## config.mk

```make
export PLATFORM = sky130hd
export DESIGN_NAME = eth_test_top
export DESIGN_NICKNAME = d
export VERILOG_FILES = /design/src/rtl/eth_test_pkg.sv /design/src/rtl/test_frame_gen.sv /design/src/rtl/test_frame_check.sv /design/src/rtl/report_arbiter.sv /design/src/rtl/eth_test_top.sv
export SDC_FILE = /design/constraint.sdc
export NUM_CORES = 1
export LEC_CHECK = 0
export BUFFER_PORTS_ARGS = -buffer_cell sky130_fd_sc_hd__buf_4
export CORE_ASPECT_RATIO = 0.5
export CORE_MARGIN = 8
export CORE_UTILIZATION = 30
export DETAILED_ROUTE_END_ITERATION = 10
export SYNTH_ARGS = -nofsm -noshare
export SYNTH_HDL_FRONTEND = slang
export SYNTH_SLANG_ARGS = --single-unit
```

## constraint.sdc

```tcl
create_clock -name aurora_usr_clk -period 4.7 [get_ports aurora_usr_clk]
set_clock_uncertainty 0.15 [all_clocks]
set_input_delay 0.235 -clock aurora_usr_clk [delete_from_list [all_inputs] [get_ports aurora_usr_clk]]
set_output_delay 0.235 -clock aurora_usr_clk [all_outputs]
set_load 0.02 [all_outputs]
```

## src/rtl/eth_test_pkg.sv

```systemverilog
//----------------------------------------------------------------------
// shared widths and types for the ethernet link test
// byte-stream beat, status report and report-stream word
//----------------------------------------------------------------------
`default_nettype none

package eth_test_pkg;

    //----------------------------------------------------------------------
    // widths
    //----------------------------------------------------------------------
    // packet size and pause size
    localparam int SIZE_W = 16;
    // frame and bad-frame counters, wrap around
    localparam int CNT_W = 12;
    // port number field of a report
    localparam int PORT_ID_W = 8;

    //----------------------------------------------------------------------
    // types
    //----------------------------------------------------------------------
    // one beat of the per-port byte stream, 11 bits
    typedef struct packed {
        logic [7:0] data;
        logic       valid;
        logic       sof;
        logic       eof;
    } eth_beat_t;

    // one status report, 32 bits
    typedef struct packed {
        logic [PORT_ID_W-1:0] port;
        logic [CNT_W-1:0]     frame_cnt;
        logic [CNT_W-1:0]     bad_cnt;
    } report_t;

    // one word of the report stream, 33 bits
    typedef struct packed {
        logic    valid;
        report_t report;
    } aurora_word_t;

endpackage

`default_nettype wire

```

## src/rtl/test_frame_gen.sv

```systemverilog
//----------------------------------------------------------------------
// per-port test frame generator
//----------------------------------------------------------------------
`timescale 1ns/100ps
`default_nettype none

module test_frame_gen (
    input  logic                            aurora_usr_clk,
    input  logic                            rst_n_i,
    input  logic                            start_i,
    input  logic [eth_test_pkg::SIZE_W-1:0] pkt_size_i,
    input  logic [eth_test_pkg::SIZE_W-1:0] pause_size_i,
    output eth_test_pkg::eth_beat_t         tx_o
);
    import eth_test_pkg::*;

    typedef enum logic [1:0] {ST_IDLE, ST_FRAME, ST_PAUSE} state_t;

    state_t            state;
    logic [SIZE_W-1:0] byte_cnt;
    logic [SIZE_W-1:0] pause_cnt;
    logic [SIZE_W-1:0] pkt_len;
    logic [SIZE_W-1:0] byte_idx;
    logic [7:0]        seq_cnt;
    logic              emit;
    logic              last_byte;

    // zero size still sends one byte
    assign pkt_len = (pkt_size_i == '0) ? SIZE_W'(1) : pkt_size_i;

    // which byte goes out on this edge, if any
    always_comb begin
        emit = 1'b0;
        byte_idx = '0;
        case (state)
            ST_IDLE:  emit = start_i;
            ST_FRAME: begin
                emit = 1'b1;
                byte_idx = byte_cnt;
            end
            // pause over, next frame only while start held
            ST_PAUSE: emit = start_i && (pause_cnt == '0);
            default:  emit = 1'b0;
        endcase
    end

    assign last_byte = (byte_idx >= pkt_len - 1'b1);

    always_ff @(posedge aurora_usr_clk) begin
        // byte k of frame n is n + k
        tx_o.data <= seq_cnt + byte_idx[7:0];
        if (!rst_n_i) begin
            state <= ST_IDLE;
            byte_cnt <= '0;
            pause_cnt <= '0;
            seq_cnt <= '0;
            tx_o.valid <= 1'b0;
            tx_o.sof <= 1'b0;
            tx_o.eof <= 1'b0;
        end else begin
            tx_o.valid <= emit;
            tx_o.sof <= emit && (byte_idx == '0);
            tx_o.eof <= emit && last_byte;
            if (emit) begin
                if (last_byte) begin
                    state <= ST_PAUSE;
                    byte_cnt <= '0;
                    pause_cnt <= pause_size_i;
                    seq_cnt <= seq_cnt + 8'd1;
                end else begin
                    state <= ST_FRAME;
                    byte_cnt <= byte_idx + 1'b1;
                end
            end else if (state == ST_PAUSE) begin
                if (pause_cnt != '0) begin
                    pause_cnt <= pause_cnt - 1'b1;
                end else begin
                    // start dropped, a later start begins at frame 0
                    state <= ST_IDLE;
                    seq_cnt <= '0;
                end
            end
        end
    end

endmodule

`default_nettype wire

```

## src/rtl/test_frame_check.sv

```systemverilog
//----------------------------------------------------------------------
// per-port receive checker
// frame and bad-frame counters, one coalesced pending report
//----------------------------------------------------------------------
`timescale 1ns/100ps
`default_nettype none

module test_frame_check #(
    parameter int PORT_ID = 0
) (
    input  logic                    aurora_usr_clk,
    input  logic                    rst_n_i,
    input  eth_test_pkg::eth_beat_t rx_i,
    output logic                    req_o,
    output eth_test_pkg::report_t   report_o,
    input  logic                    grant_i
);
    import eth_test_pkg::*;

    logic [7:0]       exp_byte;
    logic             bad_flag;
    logic             byte_bad;
    logic             frame_bad;
    logic             frame_end;
    logic [CNT_W-1:0] frame_cnt;
    logic [CNT_W-1:0] bad_cnt;

    //----------------------------------------------------------------------
    // byte check
    //----------------------------------------------------------------------
    // first byte sets the sequence, never wrong on its own
    assign byte_bad = rx_i.valid && !rx_i.sof && (rx_i.data != exp_byte);
    // bad state of the frame including the current byte
    assign frame_bad = rx_i.sof ? 1'b0 : (bad_flag || byte_bad);
    assign frame_end = rx_i.valid && rx_i.eof;

    // expected next byte, first byte + k
    always_ff @(posedge aurora_usr_clk) begin
        if (rx_i.valid) begin
            if (rx_i.sof) begin
                exp_byte <= rx_i.data + 8'd1;
            end else begin
                exp_byte <= exp_byte + 8'd1;
            end
        end
    end

    // sticky bad flag across the frame
    always_ff @(posedge aurora_usr_clk) begin
        if (!rst_n_i) begin
            bad_flag <= 1'b0;
        end else if (rx_i.valid) begin
            bad_flag <= frame_bad;
        end
    end

    //----------------------------------------------------------------------
    // counters and pending report
    //----------------------------------------------------------------------
    always_ff @(posedge aurora_usr_clk) begin
        if (!rst_n_i) begin
            frame_cnt <= '0;
            bad_cnt <= '0;
            req_o <= 1'b0;
        end else begin
            if (frame_end) begin
                frame_cnt <= frame_cnt + 1'b1;
                if (frame_bad) begin
                    bad_cnt <= bad_cnt + 1'b1;
                end
                // newer counts win over a grant on the same edge
                req_o <= 1'b1;
            end else if (grant_i) begin
                req_o <= 1'b0;
            end
        end
    end

    // report always carries the latest cumulative counts
    assign report_o = {PORT_ID_W'(PORT_ID), frame_cnt, bad_cnt};

endmodule

`default_nettype wire

```

## src/rtl/report_arbiter.sv

```systemverilog
//----------------------------------------------------------------------
// round-robin arbiter onto the report stream, credit flow control
//----------------------------------------------------------------------
`timescale 1ns/100ps
`default_nettype none

module report_arbiter #(
    parameter int ETH_COUNT = 4,
    parameter int CREDITS   = 4
) (
    input  logic                       aurora_usr_clk,
    input  logic                       rst_n_i,
    input  logic [ETH_COUNT-1:0]       req_i,
    input  eth_test_pkg::report_t      report_i [ETH_COUNT],
    output logic [ETH_COUNT-1:0]       grant_o,
    input  logic                       credit_i,
    output eth_test_pkg::aurora_word_t report_o
);
    import eth_test_pkg::*;

    localparam int PTR_W  = (ETH_COUNT > 1) ? $clog2(ETH_COUNT) : 1;
    localparam int CRED_W = $clog2(CREDITS + 1);
    localparam logic [CRED_W-1:0] CRED_MAX = CRED_W'(CREDITS);

    logic [PTR_W-1:0]  last_ptr;
    logic [PTR_W-1:0]  sel_idx;
    logic              found;
    logic              issue;
    logic [CRED_W-1:0] credit_cnt;
    logic [CRED_W:0]   credit_sum;

    //----------------------------------------------------------------------
    // round-robin search, starts after the last granted port
    //----------------------------------------------------------------------
    always_comb begin
        int idx;
        found = 1'b0;
        sel_idx = '0;
        for (int i = 0; i < ETH_COUNT; i++) begin
            idx = int'(last_ptr) + 1 + i;
            if (idx >= ETH_COUNT) begin
                idx = idx - ETH_COUNT;
            end
            if (!found && req_i[idx]) begin
                found = 1'b1;
                sel_idx = PTR_W'(idx);
            end
        end
    end

    // grant only with a credit in hand
    assign issue = found && (credit_cnt != '0);
    assign grant_o = issue ? (ETH_COUNT'(1) << sel_idx) : '0;

    // one credit out per word, one back per credit_i cycle
    assign credit_sum = {1'b0, credit_cnt} + credit_i - issue;

    always_ff @(posedge aurora_usr_clk) begin
        report_o.report <= report_i[sel_idx];
        if (!rst_n_i) begin
            last_ptr <= PTR_W'(ETH_COUNT - 1);
            credit_cnt <= CRED_MAX;
            report_o.valid <= 1'b0;
        end else begin
            report_o.valid <= issue;
            if (issue) begin
                last_ptr <= sel_idx;
            end
            // saturate at the initial credit count
            if (credit_sum > {1'b0, CRED_MAX}) begin
                credit_cnt <= CRED_MAX;
            end else begin
                credit_cnt <= credit_sum[CRED_W-1:0];
            end
        end
    end

endmodule

`default_nettype wire

```

## src/rtl/eth_test_top.sv

```systemverilog
//----------------------------------------------------------------------
// ethernet link test top level
// per-port generator and checker, shared report arbiter
//----------------------------------------------------------------------
`timescale 1ns/100ps
`default_nettype none

module eth_test_top #(
    parameter int ETH_COUNT = 4,
    parameter int CREDITS   = 4
) (
    input  logic                            aurora_usr_clk,
    input  logic                            rst_n_i,
    input  logic [ETH_COUNT-1:0]            start_i,
    input  logic [eth_test_pkg::SIZE_W-1:0] pkt_size_i,
    input  logic [eth_test_pkg::SIZE_W-1:0] pause_size_i,
    output eth_test_pkg::eth_beat_t         tx_o [ETH_COUNT],
    input  eth_test_pkg::eth_beat_t         rx_i [ETH_COUNT],
    output eth_test_pkg::aurora_word_t      report_o,
    input  logic                            credit_i
);
    import eth_test_pkg::*;

    // checker to arbiter
    logic [ETH_COUNT-1:0] peer_req;
    logic [ETH_COUNT-1:0] peer_grant;
    report_t              peer_report [ETH_COUNT];

    //----------------------------------------------------------------------
    // per-port test logic
    //----------------------------------------------------------------------
    for (genvar p = 0; p < ETH_COUNT; p++) begin : g_eth
        test_frame_gen u_gen (
            .aurora_usr_clk (aurora_usr_clk),
            .rst_n_i        (rst_n_i),
            .start_i        (start_i[p]),
            .pkt_size_i     (pkt_size_i),
            .pause_size_i   (pause_size_i),
            .tx_o           (tx_o[p])
        );

        // port number goes into every report
        test_frame_check #(
            .PORT_ID (p)
        ) u_check (
            .aurora_usr_clk (aurora_usr_clk),
            .rst_n_i        (rst_n_i),
            .rx_i           (rx_i[p]),
            .req_o          (peer_req[p]),
            .report_o       (peer_report[p]),
            .grant_i        (peer_grant[p])
        );
    end

    //----------------------------------------------------------------------
    // shared report stream
    //----------------------------------------------------------------------
    report_arbiter #(
        .ETH_COUNT (ETH_COUNT),
        .CREDITS   (CREDITS)
    ) u_arbiter (
        .aurora_usr_clk (aurora_usr_clk),
        .rst_n_i        (rst_n_i),
        .req_i          (peer_req),
        .report_i       (peer_report),
        .grant_o        (peer_grant),
        .credit_i       (credit_i),
        .report_o       (report_o)
    );

endmodule

`default_nettype wire

```

# ---- Word-level counts from Yosys, hierarchy flattened
# Cells that the tools add are included.
dict set report totals {
  regBits 386
  inputBits 83
  elab_cells 329
  out_inout_bits 77
}
dict set report classes {
  shift 1
  muxes 105
  order_cmp 14
  add_sub_neg 43
  n_eq_ne 20
  bitwise_logic 2
  reduce_logical 86
}
# op count
set op_table {}
lappend op_table {{16-bit 2-to-1 mux} 25}
lappend op_table {{32-bit 2-to-1 mux} 6}
lappend op_table {{8-bit 2-to-1 mux} 20}
lappend op_table {{16-bit zero test} 9}
lappend op_table {{32-bit by 4-bit less-than comparator with 1-bit output (second input constant)} 4}
lappend op_table {{12-bit by 1-bit adder with 12-bit output (second input constant)} 8}
lappend op_table {{8-bit by 1-bit adder with 8-bit output (second input constant)} 12}
lappend op_table {{32-bit by 4-bit greater-or-equal comparator with 1-bit output (second input constant)} 3}
lappend op_table {{32-bit by 4-bit subtractor with 32-bit output (second input constant)} 3}
lappend op_table {{16-bit by 1-bit subtractor with 16-bit output (second input constant)} 5}
lappend op_table {{16-bit by 1-bit adder with 16-bit output (second input constant)} 4}
lappend op_table {{32-bit by 3-bit adder with 32-bit output (second input constant)} 2}
lappend op_table {{32-bit binary-select mux with 2-bit select} 1}
lappend op_table {{16-bit greater-or-equal comparator} 4}
lappend op_table {{16-bit nonzero test} 4}
lappend op_table {{2-bit 2-to-1 mux} 20}
lappend op_table {{32-bit by 2-bit adder with 32-bit output (second input constant)} 1}
lappend op_table {{8-bit adder} 4}
lappend op_table {{8-bit inequality test} 4}
lappend op_table {{1-bit logical AND} 28}
lappend op_table {{1-bit 2-to-1 mux} 24}
lappend op_table {{3-bit AND reduction} 8}
lappend op_table {{2-bit nonzero test} 12}
lappend op_table {{2-bit AND reduction} 8}
lappend op_table {{21 further kinds} 52}

# ---- Logic depth before layout (Yosys ltp)
# Gate-level depths: netlist of the first run.
dict set report depth {
  word_depth 20
  ltp_mapped 21
  ltp_nobuf 18
}

# ---- Modules after synthesis
# Synthesis of the first run repeated with hierarchy kept, for this count alone.
dict set report hier_totals {
  hier_cells 2982
  area_unflattened_um2 25733.4
}
# module cells_per_inst n_inst area_per_inst_um2 seq_area_each_um2
set modules_own_cells {}
lappend modules_own_cells {{test_frame_gen at g_eth[1].u_gen ...} 463 2 3799.9 1061.0}
lappend modules_own_cells {{test_frame_check at g_eth[1].u_check ...} 204 3 1965.6 760.7}
lappend modules_own_cells {{test_frame_gen at g_eth[3].u_gen} 471 1 3799.9 1061.0}
lappend modules_own_cells {{test_frame_gen at g_eth[0].u_gen} 467 1 3757.4 1061.0}
lappend modules_own_cells {report_arbiter 303 1 2717.6 760.7}
lappend modules_own_cells {{test_frame_check at g_eth[0].u_check} 203 1 1961.9 760.7}

# ---- Least setup slack after synthesis of the first run
# OpenSTA, ideal clock, no wires.
dict set report synth_timing {
  path_type {input port to flip-flop}
  from {input port pkt_size_i[8] (netlist name)}
  to {register g_eth[3].u_gen.byte_cnt[3]}
  n_path_buf 1
  stages 19
  setup_time_ps 74
  path_slack_ps 61
  required_time_ps 4476
  t_arrival_ps 4414
  cell_sequence {buf_2 nor4_2 nand2_1 nor2_1 a21oi_1 ha_1 nand2_1 nor2_1 nand2_1 xor2_1 ha_1 a21o_1 a2111oi_0 o311ai_0 a41o_1 o21ai_0 o21ai_1 or4_1 a31oi_1}
}
dict set report synth_via {
  elab_chain_cells 5
}
# item line_no
set synth_lines {}
lappend synth_lines {{start: declaration} eth_test_top.sv:15} ;# input logic [eth_test_pkg::SIZE_W-1:0] pkt_size_i,
lappend synth_lines {{16-bit zero test} test_frame_gen.sv:29} ;# assign pkt_len = (pkt_size_i == '0) ? SIZE_W'(1) : pkt_size_i;
lappend synth_lines {{16-bit 2-to-1 mux (*)} test_frame_gen.sv:29}
lappend synth_lines {{16-bit by 1-bit subtractor with 16-bit output (*)} test_frame_gen.sv:47} ;# assign last_byte = (byte_idx >= pkt_len - 1'b1);
lappend synth_lines {{16-bit greater-or-equal comparator (*)} test_frame_gen.sv:47}
lappend synth_lines {{16-bit 2-to-1 mux (*)} test_frame_gen.sv:65} ;# if (last_byte) begin
lappend synth_lines {{end signal: assignment} test_frame_gen.sv:72} ;# byte_cnt <= byte_idx + 1'b1;
lappend synth_lines {{end: declaration} test_frame_gen.sv:20} ;# logic [SIZE_W-1:0] byte_cnt;
# Mark *: on every way between the ends. The rest lies on a longest branch, timed or not.
# A chain may end at the register's enable or synchronous reset.

# ---- Final worst setup path of the first run
dict set report layout_timing {
  from {input port pkt_size_i[5] (netlist name)}
  to {register g_eth[2].u_gen.pause_cnt[7]}
}
dict set report layout_via {
  elab_chain_cells 6
}
# item line_no
set layout_lines {}
lappend layout_lines {{16-bit zero test} test_frame_gen.sv:29}
lappend layout_lines {{16-bit 2-to-1 mux (*)} test_frame_gen.sv:29}
lappend layout_lines {{16-bit by 1-bit subtractor with 16-bit output (*)} test_frame_gen.sv:47}
lappend layout_lines {{16-bit greater-or-equal comparator (*)} test_frame_gen.sv:47}
lappend layout_lines {{2-bit inequality test (no line) (*)} -}
lappend layout_lines {{3-bit AND reduction (no line) (*)} -}
lappend layout_lines {{end signal: assignment} test_frame_gen.sv:68} ;# pause_cnt <= pause_size_i;
lappend layout_lines {{end signal: assignment} test_frame_gen.sv:76} ;# pause_cnt <= pause_cnt - 1'b1;
lappend layout_lines {{end: declaration} test_frame_gen.sv:21} ;# logic [SIZE_W-1:0] pause_cnt;
# Marked as above.

==> results of run 1 <==
[layer usage]
metal / part of all wire, % / global-route usage, % / wire, µm / vias to the layer above
met1: 45 / 18.9 / 28600 / 9707
met4: 3.1 / 5.20 / 1980 / 0
met2: 48 / 25.2 / 30300 / 466
met3: 4.5 / 2.06 / 2860 / 117
li1: - / - / - / 10140
met5: 0 / 0 / 0 / -
[cell usage after synthesis (all sizes together) (70+ instances only)]
cell,count
a31oi,70
inv,121
clkbuf,93
xnor2,126
nand2,329
nand3,106
ha,121
o21ai,109
a21oi,204
nor3,81
nor2,189
and3,72
dfxtp,348
[logic make-up (layout without fill, tap and decap cells)]
logic type	count (synthesis)	count (layout)	share of synthesized area [%]
other	1	7	0.0171
and+or+nand+nor	1067	1067	24.0
DFF	380	380	36.1
buffers and inverters	249	479	4.49
adders and majority gates	130	130	7.53
AOI/OAI and AO/OA	657	657	19.5
muxes	26	26	1.19
xor gates and xnor gates	181	181	7.21
[final cells by class]
cell class / count / area [µm²] / area share, %
tap: 972 / 1220 / 4.62
clock inverter: 17 / 145 / 0.551
multi-input combinational: 2067 / 13100 / 49.6
inverter: 122 / 463 / 1.76
clock buffer: 58 / 1180 / 4.48
antenna: 1 / 2.50 / 0.00950
sequential: 380 / 7930 / 30.1
timing repair buffer: 282 / 2330 / 8.85
[repair_timing]
item | in CTS | in global routing
setup endpoints to repair | 0 | 2
resized for setup | 0 | 1
hold buffers | 66 | 0
hold endpoints to repair | 158 | 0
[stage by stage]
step	instance area (µm²)	power (mW)	cells	TNS, ps	hold WS, ps
floorplan	22000	4.28	2696	0	196
global placement	24400	4.69	3757	-2860	295
detailed placement	24400	4.71	3757	-3340	306
CTS	26300	8.06	3898	0	224
global route	26300	8.31	3899	0	326
finish	26300	7.94	3899	0	273
[worst max-delay path: stages]
cell and delay (ps):
buf_4 130, or4_1 560, nor2_1 200, a21oi_1 130, ha_1 230, nand2_1 80, nor2_1 90, xnor2_1 740
ha_1 400, nand3_1 90, a21oi_1 60, a221oi_1 320, maj3_1 290, a21oi_1 170, o21ai_1 650, o22ai_1 200
[state kept, by name, summed over array words and instances (netlist names)]
| signal | count |
|---|---|
| g_eth.u_gen.byte_cnt | 64 |
| g_eth.u_gen.pause_cnt | 64 |
| g_eth.u_check.bad_cnt | 48 |
| g_eth.u_check.frame_cnt | 48 |
| g_eth.u_gen.tx_o | 44 |
| g_eth.u_check.exp_byte | 32 |
| g_eth.u_gen.seq_cnt | 32 |
| u_arbiter.report_o | 27 |
| g_eth.u_gen.state | 8 |
| g_eth.u_check.bad_flag | 4 |
| g_eth.u_check.req_o | 4 |
| u_arbiter.credit_cnt | 3 |
| u_arbiter.last_ptr | 2 |
[worst max path at each step]
stage / cells past startpoint / slack [ps] / end / from
global placement: 19 / -170 / g_eth[3].u_gen.byte_cnt[3] / pkt_size_i[5]
floorplan: 19 / 60 / g_eth[3].u_gen.byte_cnt[3] / pkt_size_i[8]
detailed placement: 19 / -160 / g_eth[3].u_gen.byte_cnt[3] / pkt_size_i[5]
CTS: 19 / 440 / g_eth[3].u_gen.byte_cnt[3] / pkt_size_i[5]
finish: 16 / 410 / g_eth[2].u_gen.pause_cnt[7] / pkt_size_i[5]
global route: 16 / 150 / g_eth[2].u_gen.pause_cnt[2] / pkt_size_i[5]
[power breakdown]
group          internal [mW]  switching [mW]  total, mW  leakage (nW)
logic                  0.471           0.742       1.21          6.66
registers               3.39          0.0760       3.47          3.13
clock network           1.83            1.43       3.26         0.653
==> run_results.csv, run 1 <==
group,metric,value,unit
run_status,status,"complete, no violations",
clock_tree,cts_setup_buffers,0,
clock_tree,cts_root_buffer,"clkbuf_16",
layout,mostFrequentLayoutCells,"dfxtp_1, nand2_1, buf_4, a21oi_1, nor2_1",
floorplanning,die_h,207,µm
logic_synthesis,synth_edf_count,32,
sta,tightest_slew,957,ps
sta,finalCriticalPeriod,4290,ps
sta,fin_crit_sh,91.3,%
critical_path,r2r_slack,700,ps
sta,hold_viol_final,0,
sta,rsz0062_at_grt,"no",
global_routing,grt_pass1_vias,19344,
detailed_routing,vias_per_cell,5.24,
sta,drv_slew,0,
logic_synthesis,netlist.top_cell.by_area,"dfxtp_1",
detailed_routing,drc,0,
clock_tree,path_clk_slew,60,ps
detailed_routing,drt_wl_total,63800,µm
hold_path,whs_path_depth,6,
critical_path,worstPathArrival,4580,ps
critical_path,reg2reg_to,"g_eth[3].u_gen.byte_cnt[3]",
global_routing,antenna_found_initial,1,
critical_path,rr_worst_depth,13,
critical_path,crit_type,"input pin to flop",
detailed_routing,ant_nets,0,
pwr,peakVddDrop,0.210,mV
floorplanning,die_w,399,µm
pwr,powerDensity,301,nW/µm²
layout,drive_above_1_share,11.1,%
clock_tree,cts_htree_levels,2,
critical_path,critPathRequiredTime,4990,ps
sta,setup-violations-final,0,
clock_tree,cts_max_path_buffers,3,
logic_synthesis,synth_seq_cells,380,
floorplanning,core,72800,µm²
layout,syn_to_final_growth,19.9,%
layout,n_fill_cell,7375,
clock_tree,numCtsBuffers,42,
floorplanning,pin_count,160,
layout,layout_commonest_cell,"dfxtp_1",
critical_path,r2r_start,"g_eth[3].u_gen.state[0]",
global_routing,grt_pass1_wl,103000,µm
detailed_routing,first_iter_violations,1592,
logic_synthesis,yosysTopAreaCellShare,31.7,%
logic_synthesis,synth_cell_types,86,
global_routing,grt-ovfl-total,0,
detailed_routing,wl_per_cell,16.4,µm
flow_run,cap_violations,0,
sta,max_slew_margin,35.2,%
logic_synthesis,synth-async-reset-ratio,0,%
sta,fmax,233,MHz
global_routing,grt_start_max_net_pins,107,
hold_path,hold_path.startpoint,"pkt_size_i[8]",
clock_tree,insertion_delay,590,ps
critical_path,end_kind,"flop",
global_routing,track_usage,14.8,%
critical_path,cp_max_fo,10,
logic_synthesis,avgSynthCellArea,8.17,µm²
placement,io_buffers,153,
layout,final_util,36.2,%
logic_synthesis,syn_area,22000,µm²
placement,dp_hpwl,45300,µm
placement,post-place-ws,-157,ps
clock_tree,cts_tree,"yes",
sta,worst_slack,407,ps
logic_synthesis,synth_area_leaders,"dfxtp_1, ha_1, nand2_1",
floorplanning,die-area,82700,µm²
floorplanning,start_util,30.2,%
logic_synthesis,syn_inst,2691,
logic_synthesis,ys.flop_type,"dfxtp_1",
hold_path,hold_class,"input pin to flop",
detailed_routing,dr.pass1.iters,6,
hold_path,hold_end,"g_eth[3].u_gen.state[1]",
clock_tree,clock-sinks,380,
logic_synthesis,yosys_warnings,0,
critical_path,crit_path_start_kind,"input pin",
logic_synthesis,ys_seq_area_share,36.1,%
floorplanning,num_rows,70,
pwr,p_leak,10.5,nW
layout,fin_nets,3104,
detailed_routing,vias,20430,
placement,gp_congestion,0.872,
Power figures use the tool's default switching activity.
==> run 2, diff against run 1 <==
--- a/config.mk
+++ b/config.mk
@@ -9,6 +9,7 @@
 export CORE_ASPECT_RATIO = 0.5
 export CORE_MARGIN = 8
 export CORE_UTILIZATION = 30
+export CTS_BUF_LIST = sky130_fd_sc_hd__clkbuf_16
 export DETAILED_ROUTE_END_ITERATION = 10
 export SYNTH_ARGS = -nofsm -noshare
 export SYNTH_HDL_FRONTEND = slang
==> run 2 against run 1 <==
Against the previous run: clock power decreased by 4%; final area shrank 0.27%; sequential share of layout area increased by 0.080 points; total power fell by 1.7%; global-route usage barely moved; largest cell class unchanged.
==> run_results.csv, run 2 (synthesized netlist as in run 1, its figures left out) <==
group,metric,value,unit
placement,placed_cell_area,24400,µm²
layout,multiInputGateArea,13100,µm²
global_routing,grt_busiest_layer,"met2",
floorplanning,start_util,30.2,%
sta,hold_viol_final,0,
detailed_routing,vias,20470,
layout,n_fill_cell,7393,
critical_path,worstPathArrival,4560,ps
layout,drive_above_1_share,10.8,%
global_routing,grt_pass1_vias,19371,
critical_path,rr_worst_depth,13,
sta,max_slew_margin,35.9,%
sta,setup-violations-final,0,
sta,fin_crit_sh,90.9,%
detailed_routing,drt_wl_total,63800,µm
layout,fin_nets,3104,
layout,mostFrequentLayoutCells,"dfxtp_1, nand2_1, buf_4, a21oi_1, nor2_1",
layout,syn_to_final_growth,19.6,%
run_status,status,"complete, no violations",
critical_path,path_buf_inv,1,
clock_tree,numCtsBuffers,42,
hold_path,whs_path_depth,6,
clock_tree,path_clk_slew,60,ps
detailed_routing,first_iter_violations,1595,
global_routing,use_met1,18.9,%
placement,gp_congestion,0.872,
placement,io_buffers,153,
critical_path,crit_top_cell,"a21oi_1",
critical_path,crit_path_start_kind,"input pin",
critical_path,worst_path_max_delay_cell,"xnor2_1",
critical_path,critPathTopFamily,"compound AO/OA/AOI/OAI gates",
critical_path,r2r_slack,640,ps
placement,place_inst,3757,
layout,top_regs,"g_eth.u_gen.byte_cnt: 64 flops, g_eth.u_gen.pause_cnt: 64 flops",
clock_tree,cts_tree,"yes",
critical_path,cp_slowest_stage_delay,730,ps
global_routing,track_usage,14.8,%
layout,layout_commonest_cell,"dfxtp_1",
hold_path,hold_class,"input pin to flop",
detailed_routing,ant_nets,0,
critical_path,crit_type,"input pin to flop",
clock_tree,cts_htree_levels,2,
clock_tree,cts_setup_buffers,0,
floorplanning,die-area,82700,µm²
critical_path,crit_chain,"buf_4 -> or4_1 -> nor2_1 -> a21oi_1 -> ha_1 -> nand2_1 -> nor2_1 -> xnor2_1 -> ha_1 -> nand3_1 -> a21oi_1 -> a221oi_1 -> maj3_1 -> a21oi_1 -> o21ai_1 -> o22ai_1",
clock_tree,insertion_delay,590,ps
sta,fmax,234,MHz
floorplanning,pin_count,160,
detailed_routing,wl_per_cell,16.4,µm
critical_path,end_kind,"flop",
sta,rsz0062_at_grt,"no",
global_routing,grt_start_max_net_pins,107,
placement,post-place-ws,-157,ps
pwr,powerDensity,297,nW/µm²
detailed_routing,vias_per_cell,5.25,
global_routing,grt-ovfl-total,0,
global_routing,antenna_found_initial,1,
pwr,p_leak,10.4,nW
clock_tree,cts_root_buffer,"clkbuf_16",
global_routing,gr-usage-met3,2.09,%
sta,drv_slew,0,
clock_tree,cts_max_path_buffers,3,
pwr,p_total,7.81,mW
clock_tree,clock-sinks,380,
layout,final_util,36.1,%
placement,dp_hpwl,45300,µm
detailed_routing,dr.pass1.iters,5,
layout,seq_area,7930,µm²
sta,worst_slack,428,ps
critical_path,cp.depth,16,
layout,stdcell_count,3899,
global_routing,grtUsageMet2,25.2,%
sta,tightest_slew,955,ps
pwr,peakVddDrop,0.211,mV
critical_path,cp_max_fo,10,
critical_path,critPathRequiredTime,4990,ps
floorplanning,die_w,399,µm
floorplanning,die_h,207,µm
sta,finalCriticalPeriod,4270,ps
flow_run,cap_violations,0,
floorplanning,num_rows,70,
layout,fin_area,26300,µm²
detailed_routing,drc,0,
global_routing,grt_pass1_wl,103000,µm
floorplanning,core,72800,µm²
[run 2: changes by cell type in the layout (fill, tap and decap cells not counted)]
cell	change
clkbuf_1	-9
clkinv_1	+7
inv_1	+9
clkbuf_8	-7
[run 2: layout make-up]
class                           instances  area share [%]
Timing Repair Buffer                  282            8.87
Multi-Input combinational cell       2067            49.8
Sequential cell                       380            30.2
Antenna cell                            1         0.00952
Clock buffer                           42            4.00
Tap cell                              972            4.63
Inverter                              122            1.76
Clock inverter                         33           0.781
[run 2: metrics by stage]
stage / hold slack, ps / TNS, ps
final: 279 / 0
after global routing: 328 / 0
after CTS: 225 / 0
after detailed placement: 306 / -3340
after global placement: 295 / -2860
after floorplan: 196 / 0
[run 2: final timing paths]
path,to,from
worst max-delay path,g_eth[2].u_gen.pause_cnt[7],pkt_size_i[5]
worst min-delay path,g_eth[3].u_gen.state[1],pkt_size_i[8]
worst max register to register,g_eth[3].u_gen.byte_cnt[3],g_eth[3].u_gen.state[0]
worst min register to register,g_eth[2].u_gen.byte_cnt[15],g_eth[2].u_gen.byte_cnt[15]
[run 2: per-layer routing]
| layer | share of wire, % | wire, µm |
|---|---|---|
| met5 | 0 | 0 |
| met4 | 3.3 | 2090 |
| met3 | 4.8 | 3050 |
| met2 | 47 | 30200 |
| met1 | 45 | 28400 |
[run 2: where the power goes]
part / switching [mW] / internal [mW]
sequential: 0.0760 / 3.39
combinational: 0.742 / 0.471
clock: 1.43 / 1.69
total: 2.25 / 5.56
[run 2: worst reg2reg max path: cells and delay by family, from the launching register on]
kind	cells	cell delay, ps
flip-flops	1	480
AO/OA/AOI/OAI	6	1450
buffers and inverters	2	440
AND/OR/NAND/NOR	4	1180
adder cells (fa/ha/maj)	1	270
[run 2: what timing repair did]
item	CTS	global route
hold endpoints to repair	158	0
setup endpoints to repair	0	2
resized for setup	0	1
hold buffers	66	0
